`config.mk`:
```
export PLATFORM = sky130hd
export DESIGN_NAME = controller_bypass
export DESIGN_NICKNAME = d
export VERILOG_FILES = /design/src/common/pipe_pkg.sv /design/src/common/bypass_pkg.sv /design/src/source/stage_hazard.sv /design/src/source/stall_control.sv /design/src/source/forward_select.sv /design/src/source/controller_bypass.sv
export VERILOG_INCLUDE_DIRS = /design/src /design/src/common
export SDC_FILE = /design/constraint.sdc
export NUM_CORES = 1
export LEC_CHECK = 0
export BUFFER_PORTS_ARGS = -buffer_cell sky130_fd_sc_hd__buf_4
export CAP_MARGIN = 20
export CORE_MARGIN = 2
export CORE_UTILIZATION = 29
export DETAILED_ROUTE_END_ITERATION = 12
export PLACE_DENSITY_LB_ADDON = 0.2
export SLEW_MARGIN = 15
export SYNTH_ARGS = -nofsm -noshare
export SYNTH_HDL_FRONTEND = slang
export SYNTH_SLANG_ARGS = --single-unit
export TNS_END_PERCENT = 30
```
`constraint.sdc`:
```
create_clock -name vclk -period 1.5
set_clock_uncertainty 0.1 [all_clocks]
set_input_delay 0.15 -clock vclk [all_inputs]
set_output_delay 0.15 -clock vclk [all_outputs]
set_load 0.01 [all_outputs]
```
`src/common/bypass_config.svh`:
```
`ifndef BYPASS_CONFIG_SVH
`define BYPASS_CONFIG_SVH

// Build-time sizing for the operand bypass and hazard-stall unit

// Number of register file read ports that the decoder presents in ID
// Operand A is port 0 and operand B is port 1
`define BYP_NUM_READ_PORTS 2

// Width of a register file address, which gives 32 integer registers
`define BYP_RF_ADDR_W 5

// The jump-register target always comes from read port 0
// This index is fixed by the RISC-V encoding of rs1

`endif

```
`src/common/pipe_pkg.sv`:
```
`default_nettype none

`include "bypass_config.svh"

// Types for what the pipeline hands to the bypass unit
package pipe_pkg;

  // One register file address
  typedef logic [`BYP_RF_ADDR_W-1:0] rf_addr_t;

  // Decoded instruction sitting in ID
  // The fault flags come straight from the fetch path and are not yet folded
  // into any write enable
  typedef struct packed {
    logic                                   instr_valid;
    logic                                   bus_err;
    logic                                   mpu_fault;
    logic     [`BYP_NUM_READ_PORTS-1:0]     rf_re;
    rf_addr_t [`BYP_NUM_READ_PORTS-1:0]     rf_raddr;
    logic                                   alu_jmpr;
    logic                                   csr_en;
    logic                                   sys_mret;
    logic                                   sys_wfi;
  } id_dec_t;

  // Contents of one downstream pipeline register
  // Both the ID/EX and the EX/WB register are described by this type
  typedef struct packed {
    logic     instr_valid;
    logic     rf_we;
    rf_addr_t rf_waddr;
    // Memory access, so the write data arrives late
    logic     lsu_en;
    // Explicit CSR access
    logic     csr_en;
    // System instruction, qualifies the mret and wfi bits below
    logic     sys_en;
    logic     sys_mret_insn;
    logic     sys_wfi_insn;
  } stage_pipe_t;

endpackage

`default_nettype wire

```
`src/common/bypass_pkg.sv`:
```
`default_nettype none

`include "bypass_config.svh"

// Types for what the bypass unit produces, internally and at its outputs
package bypass_pkg;

  // Hazard summary of one downstream stage against the instruction in ID
  typedef struct packed {
    // Qualified write hits, one per read port
    logic [`BYP_NUM_READ_PORTS-1:0] op_hit;
    // Write hit on rs1 without regard to the read enable
    logic                           jalr_hit;
    // Same hits when the stage holds a load
    logic                           load_op_hit;
    logic                           load_jalr_hit;
    // Stage writes a CSR, explicitly or through mret
    logic                           csr_wr_pend;
    // Stage holds a wfi that may put the core to sleep
    logic                           sleep_pend;
  } stage_hit_t;

  // Operand forward mux select
  typedef enum logic [1:0] {
    SEL_REGFILE = 2'b00,
    SEL_FW_EX   = 2'b01,
    SEL_FW_WB   = 2'b10
  } fw_sel_e;

  // Jump-register target mux select, only WB can forward here
  typedef enum logic {
    SELJ_REGFILE = 1'b0,
    SELJ_FW_WB   = 1'b1
  } jalr_sel_e;

  typedef struct packed {
    logic load_stall;
    logic jalr_stall;
    logic csr_stall;
    logic sleep_stall;
    logic deassert_we;
  } stall_t;

  typedef struct packed {
    fw_sel_e   operand_a_fw_mux_sel;
    fw_sel_e   operand_b_fw_mux_sel;
    jalr_sel_e jalr_fw_mux_sel;
  } fwd_t;

  // Everything the controller and ID stage receive from the bypass unit
  typedef struct packed {
    stall_t stall;
    fwd_t   fwd;
  } ctrl_byp_t;

endpackage

`default_nettype wire

```
`src/source/stage_hazard.sv`:
```
`timescale 1ns/1ps
`default_nettype none

`include "bypass_config.svh"

// Compares the ID read addresses against the write of one downstream stage
// The same comparison serves EX and WB; their priority is applied later
module stage_hazard import pipe_pkg::*, bypass_pkg::*; (
  input  id_dec_t     dec_i,
  input  stage_pipe_t stage_i,
  output stage_hit_t  hit_o
);

  // Stage really writes the register file
  logic                           stage_we;
  // Address equality with x0 excluded, not yet qualified by anything else
  logic [`BYP_NUM_READ_PORTS-1:0] addr_match;
  logic [`BYP_NUM_READ_PORTS-1:0] op_hit;
  logic                           jalr_hit;

  assign stage_we = stage_i.instr_valid && stage_i.rf_we;

  ////////////////////////////////////////////////////////////////////////////
  // Address comparators
  ////////////////////////////////////////////////////////////////////////////

  for (genvar p = 0; p < `BYP_NUM_READ_PORTS; p++) begin : gen_port_cmp
    // Reads of x0 always return zero, so they never need a bypass
    assign addr_match[p] = (stage_i.rf_waddr == dec_i.rf_raddr[p]) &&
                           (dec_i.rf_raddr[p] != '0);

    // An operand hit also needs the port to be read at all
    assign op_hit[p] = stage_we && addr_match[p] && dec_i.rf_re[p];
  end

  // The jump-register path looks at rs1 only
  // A jalr always reads rs1, so the read enable is left out here
  assign jalr_hit = stage_we && addr_match[0];

  ////////////////////////////////////////////////////////////////////////////
  // Stage classification
  ////////////////////////////////////////////////////////////////////////////

  always_comb begin
    hit_o.op_hit   = op_hit;
    hit_o.jalr_hit = jalr_hit;

    // Load data is not available in time to forward, so these cases stall
    hit_o.load_op_hit   = stage_i.lsu_en && (|op_hit);
    hit_o.load_jalr_hit = stage_i.lsu_en && jalr_hit;

    // mret updates mstatus implicitly, which counts as a CSR write
    hit_o.csr_wr_pend = stage_i.instr_valid &&
                        (stage_i.csr_en || (stage_i.sys_en && stage_i.sys_mret_insn));

    // A wfi on its way down may halt the core
    hit_o.sleep_pend = stage_i.instr_valid && stage_i.sys_en && stage_i.sys_wfi_insn;
  end

endmodule

`default_nettype wire

```
`src/source/stall_control.sv`:
```
`timescale 1ns/1ps
`default_nettype none

// Turns the hazard summaries of EX and WB into the ID stall requests
// Also produces the write-enable deassert for faulted instructions
module stall_control import pipe_pkg::*, bypass_pkg::*; (
  input  id_dec_t    dec_i,
  input  stage_hit_t ex_hit_i,
  input  stage_hit_t wb_hit_i,
  input  logic       wb_ready_i,
  output stall_t     stall_o
);

  // Valid jalr in ID
  logic id_jmpr;
  // Valid instruction in ID that reads CSR state
  logic id_csr_read;
  // Load in EX whose result ID needs
  logic ex_load_use;
  // Write in WB that ID needs while WB is still waiting
  logic wb_wait_use;
  // Target of the jalr is not available on the forward path
  logic jalr_unavail;
  // Some CSR write is still in flight below ID
  logic csr_wr_below;

  ////////////////////////////////////////////////////////////////////////////
  // ID qualification
  ////////////////////////////////////////////////////////////////////////////

  // The ID valid bit is applied here and nowhere else
  assign id_jmpr = dec_i.instr_valid && dec_i.alu_jmpr;

  // wfi reads mstatus.tw and the privilege level, mret reads mstatus.mpp,
  // so both are treated like an explicit CSR read
  assign id_csr_read = dec_i.instr_valid &&
                       (dec_i.csr_en || dec_i.sys_mret || dec_i.sys_wfi);

  ////////////////////////////////////////////////////////////////////////////
  // Hazard terms
  ////////////////////////////////////////////////////////////////////////////

  assign ex_load_use = ex_hit_i.load_op_hit;

  // WB forwarding only works once WB has its data, loads included
  assign wb_wait_use = !wb_ready_i && (|wb_hit_i.op_hit);

  // Anything writing rs1 in EX is too late for the jump target path
  // From WB only ALU results can be forwarded, a load must be waited for
  assign jalr_unavail = ex_hit_i.jalr_hit || wb_hit_i.load_jalr_hit;

  assign csr_wr_below = ex_hit_i.csr_wr_pend || wb_hit_i.csr_wr_pend;

  ////////////////////////////////////////////////////////////////////////////
  // Stall outputs
  ////////////////////////////////////////////////////////////////////////////

  always_comb begin
    stall_o = '0;

    // A fetch fault turns the instruction into a bubble that still flows to
    // WB, where the exception is taken
    // This does not look at the ID valid bit
    if (dec_i.bus_err || dec_i.mpu_fault) begin
      stall_o.deassert_we = 1'b1;
    end

    // Load-use hazard from EX, or any use while WB sits in a wait state
    if (ex_load_use || wb_wait_use) begin
      stall_o.load_stall = 1'b1;
    end

    // ID is held anyway, so nothing needs to be deasserted for jalr
    if (id_jmpr && jalr_unavail) begin
      stall_o.jalr_stall = 1'b1;
    end

    // CSR state is read in ID, so hold it until every write has retired
    if (id_csr_read && csr_wr_below) begin
      stall_o.csr_stall = 1'b1;
    end

    // Keep later instructions, loads and stores in particular, out of EX
    // while a wfi there decides whether to sleep
    if (ex_hit_i.sleep_pend) begin
      stall_o.sleep_stall = 1'b1;
    end
  end

endmodule

`default_nettype wire

```
`src/source/forward_select.sv`:
```
`timescale 1ns/1ps
`default_nettype none

// Picks the source of each ID operand and of the jump target
// EX holds the newer value, so it wins over WB
module forward_select import bypass_pkg::*; (
  input  stage_hit_t ex_hit_i,
  input  stage_hit_t wb_hit_i,
  output fwd_t       fwd_o
);

  ////////////////////////////////////////////////////////////////////////////
  // Operand forwarding
  ////////////////////////////////////////////////////////////////////////////

  // Loads are not filtered out here
  // When EX holds a load the load stall keeps ID from using this select
  always_comb begin
    fwd_o.operand_a_fw_mux_sel = SEL_REGFILE;
    fwd_o.operand_b_fw_mux_sel = SEL_REGFILE;

    // Older result from WB first
    if (wb_hit_i.op_hit[0]) begin
      fwd_o.operand_a_fw_mux_sel = SEL_FW_WB;
    end
    if (wb_hit_i.op_hit[1]) begin
      fwd_o.operand_b_fw_mux_sel = SEL_FW_WB;
    end

    // Newer result from EX overrides it
    if (ex_hit_i.op_hit[0]) begin
      fwd_o.operand_a_fw_mux_sel = SEL_FW_EX;
    end
    if (ex_hit_i.op_hit[1]) begin
      fwd_o.operand_b_fw_mux_sel = SEL_FW_EX;
    end
  end

  ////////////////////////////////////////////////////////////////////////////
  // Jump-register forwarding
  ////////////////////////////////////////////////////////////////////////////

  // Only WB feeds the jump target, to keep the path out of the ALU
  // If EX also writes rs1, or WB holds a load, the jalr stall covers it
  always_comb begin
    if (wb_hit_i.jalr_hit) begin
      fwd_o.jalr_fw_mux_sel = SELJ_FW_WB;
    end else begin
      fwd_o.jalr_fw_mux_sel = SELJ_REGFILE;
    end
  end

endmodule

`default_nettype wire

```
`src/source/controller_bypass.sv`:
```
`timescale 1ns/1ps
`default_nettype none

`include "bypass_config.svh"

// Operand bypass and hazard-stall unit of the ID stage
// Everything here is combinational; there is no clock and no state
module controller_bypass import pipe_pkg::*, bypass_pkg::*; (
  // Decoded instruction in ID
  input  id_dec_t     id_dec_i,
  // ID/EX pipeline register
  input  stage_pipe_t id_ex_pipe_i,
  // EX/WB pipeline register
  input  stage_pipe_t ex_wb_pipe_i,
  // WB has its write data, loads included
  input  logic        wb_ready_i,
  output ctrl_byp_t   ctrl_byp_o
);

  stage_hit_t ex_hit;
  stage_hit_t wb_hit;
  stall_t     stall;
  fwd_t       fwd;

  ////////////////////////////////////////////////////////////////////////////
  // Per-stage hazard detection
  ////////////////////////////////////////////////////////////////////////////

  stage_hazard i_ex_hazard (
    .dec_i   (id_dec_i),
    .stage_i (id_ex_pipe_i),
    .hit_o   (ex_hit)
  );

  stage_hazard i_wb_hazard (
    .dec_i   (id_dec_i),
    .stage_i (ex_wb_pipe_i),
    .hit_o   (wb_hit)
  );

  ////////////////////////////////////////////////////////////////////////////
  // Stall and forward decisions
  ////////////////////////////////////////////////////////////////////////////

  stall_control i_stall_control (
    .dec_i      (id_dec_i),
    .ex_hit_i   (ex_hit),
    .wb_hit_i   (wb_hit),
    .wb_ready_i (wb_ready_i),
    .stall_o    (stall)
  );

  forward_select i_forward_select (
    .ex_hit_i (ex_hit),
    .wb_hit_i (wb_hit),
    .fwd_o    (fwd)
  );

  // Stall group goes in the upper bits, forward selects in the lower bits
  assign ctrl_byp_o = '{stall: stall, fwd: fwd};

endmodule

`default_nettype wire

```
## Word-level counts from Yosys, hierarchy flattened

Index checks and enable logic that the tools add are counted.

| cells by class | value |
|---|---|
| reductions and logical operators | 40 |
| equal/unequal tests | 4 |
| muxes and demuxes | 10 |

Operators by type and width:

| operator | count |
|---|---|
| $logic_and 1x1->1 | 27 |
| $eq 5x5->1 | 4 |
| $reduce_bool 5->1 | 2 |
| $logic_or 1x1->1 | 8 |
| $mux 2 | 4 |
| $mux 1 | 6 |
| $reduce_or 2->1 | 2 |
| $logic_not 1->1 | 1 |

| word-level totals | value |
|---|---|
| register bits | 0 |
| input port bits | 44 |
| output and inout port bits | 10 |

## Longest topological paths before layout

| logic depth | value |
|---|---|
| depth after elaboration | 8 |
| depth in mapped cells | 5 |
| mapped depth without buffers | 5 |

## By module

Synthesis repeated with hierarchy kept, for this count alone.

| second synthesis, totals | value |
|---|---|
| cell total of the unflattened synthesis | 69 |
| area, all modules | 539.3 um2 |

Modules (own cells, without submodules):

| module | times used | area each (um2) | cells each |
|---|---|---|---|
| stage_hazard | 2 | 217.7 | 28 |
| stall_control | 1 | 53.8 | 8 |
| forward_select | 1 | 50.0 | 5 |

## Least setup slack after synthesis

No wires, ideal clock.

| timing path | value |
|---|---|
| path type | input-to-output |
| start | in id_dec_i[8] in the netlist's numbering |
| end | out ctrl_byp_o[9] in the netlist's numbering |
| cell stages on the path | 5 |
| required time | 1.250 ns |
| data arrival time | 1.423 ns |
| path slack | -0.173 ns |
| cells stage by stage | xor2_1 or4_4 or3_1 a21oi_1 nand2b_1 |

RTL lines:

| what | RTL line | text |
|---|---|---|
| start, declared | controller_bypass.sv:10 | `input id_dec_t id_dec_i,` |
| end, declared | controller_bypass.sv:17 | `output ctrl_byp_t ctrl_byp_o` |

==> metrics <==
synthesized instance count 57; met3 wire length approximately 120 um; Final Hold Violating Endpoints 0; # nets final around 180; Switching Share 0.375; cell area after placement approximately 970 um^2; Non-Filler Instances about 150; WP data arrival roughly 1.6 ns; Met1 Wirelength around 660 um; Worst Path Class, Setup in -> out; Seq pwr share 0; vias in the first global route ~660; core area ~0.0013 mm^2; Die ar. 0.00164 mm^2; Tcrit/Tclk final 1.25; RSZ-0062 raised after global routing yes; Logic pwr share 1.000; Period minus WS final about 1.9 ns; gp weighted congestion 0.798; Slowest Stage Delay on Critical Path slightly above 0.5 ns; critical path fanouts, max 2; Clk pwr share 0; Die X approximately 40 um; fillers 84; CLK BUF 0; global route overflow 0; Worst Setup End Kind output port; cell-internal power roughly 160 uW; multi-input logic area around 450 um^2; max_slew headroom 0.830; dpl hpwl roughly 1.5 mm; Post-Syn Area per Cell approximately 6.8 um^2; First-pass DRT Iterations 4; Seq cells 0; critical path required time approximately 1.3 ns; synth unique cells 22; Pwr per Cell Area about 250 mW/mm^2; NetSw between 90 and 100 uW; slew at the pin closest to its max-slew limit ~0.25 ns; Yosys Warn Count 0; failing checks setup timing; fin. max-slew vios 0; Worst IR Drop VDD approximately 0.00016 V; Port Buffers 53; post-synthesis instance area around 390 um^2; Layout area overhead 174%; sum of negative setup slack -1.51 ns; die height just over 40 um; Met2 Wirelength between 1 and 1.5 mm; share of the synthesized area in the top cell type 0.362; slack of the critical path -0.382 ns; Hold Path Cell Cnt 3; Inst Count DP roughly 150; DR WL/cell 13.1 um; largest net degree at the start of global routing 5; Post-Layout Inst Area around 0.0011 mm^2; slowest CP cell or4_4; sequential share of the synthesized area 0; drt drc 0; FF+latch area 0 um^2; cell taking the most area after synthesis xnor2_1; final WL about 1.9 mm; row count 13; Vias ~700; max cap viols 0; Ant. Diodes 0; GRT Total Usage 0.231; initial antenna violation count 0; top sig layer met3; top post-synthesis cells by area xnor2_1, xor2_1, nand2_1, or4_1, a21oi_1; hold_buf cts 0; ordered cell list for the critical path buf_8, xor2_2, or4_4, or3_4, a21oi_2, nand2b_4, buf_6; status complete, but fails checks; Worst Hold Class in -> out; Fmax between 500 and 600 MHz; Leakage 0.520 nW; DR iter-0 viols 5; Starting Density 0.305; Final setup viols 7; crit start category input port; I/O pin count 54; post-route ant nets 0; first-pass GRT wire length 2.60 mm; Syn Nets approximately 100; layout cell share with drive strength beyond 1 0.697; Avg Vias per Cell 4.82
## per-stage QoR
stage / util / total power [mW] / setup WS [ns] / hold WS [ns]
final: 0.836 / 0.262 / -0.382 / 0.487
after global routing: 0.836 / 0.281 / -0.417 / 0.490
after CTS: 0.817 / 0.251 / -0.356 / 0.485
after detailed placement: 0.763 / 0.236 / -0.415 / 0.483
after global placement: 0.763 / 0.229 / -0.372 / 0.461
after floorplan: - / 0.0713 / -0.119 / 0.291
## critical path: cells and delay by family
kind                   cells  cell delay, ns
AND/OR/NAND/NOR            3            0.99
buffers and inverters      2            0.19
XOR/XNOR                   1            0.16
AO/OA/AOI/OAI              1            0.13
## cell type report
class | count | share of cell area
Tap cell | 15 | 0.0177
Multi-Input combinational cell | 54 | 0.420
Inverter | 2 | 0.00708
Timing Repair Buffer | 76 | 0.555
## cells in the mapped netlist
cell type / instances
xnor2_1: 16
nand2_1: 6
a21oi_1: 4
xor2_1: 4
o21ai_0: 3
or4_1: 3
inv_1: 2
nand3_1: 2
nand4_1: 2
nor2_1: 2
nor3_1: 2
and2b_2: 1
and3_1: 1
buf_4: 1
nand2b_1: 1
nor4_1: 1
o22ai_1: 1
o311a_1: 1
or2_2: 1
or3_1: 1
or4_2: 1
or4_4: 1
## cell families (layout without fill, tap and decap cells)
| group | count (synthesis) | in the layout | share of synthesized area |
|---|---|---|---|
| simple gates | 25 | 25 | 0.375 |
| buf+inv | 3 | 78 | 0.0388 |
| xor+xnor | 20 | 20 | 0.453 |
| compound gates | 9 | 9 | 0.133 |
## what timing repair did
item                       CTS  global route
hold endpoints to repair     0             0
buffers inserted             1             0
setup endpoints to repair    7             7
gates resized for setup     15             5
pin swaps                    3             1
## power by group through the flow
stage	registers (mW)	logic (mW)	clock network (mW)
finish	0	0.262	0
global route	0	0.281	0
CTS	0	0.251	0
detailed placement	0	0.236	0
global placement	0	0.229	0
floorplan	0	0.0713	0
## placed cells by master (no fill, tap or decap), drive strengths merged, types with 2 or more instances in the layout
cell type,instances
inv,2
a21oi,4
buf,76
o21ai,3
xor2,4
or4,5
nand3,2
xnor2,16
nor2,2
nand4,2
nor3,2
nand2,6
## path summary, 6_finish.rpt
path                    startpoint       endpoint  slack, ns
worst max-delay path   id_dec_i[8]  ctrl_byp_o[9]      -0.38
worst min-delay path  id_dec_i[17]  ctrl_byp_o[5]       0.49
## metal layers
metal / up-vias / global-route usage
li1: 353 / -
met1: 322 / 0.219
met2: 34 / 0.512
met3: 0 / 0.0167
met4: 0 / 0.0417
met5: - / 0
Power figures use the tool's default switching activity.
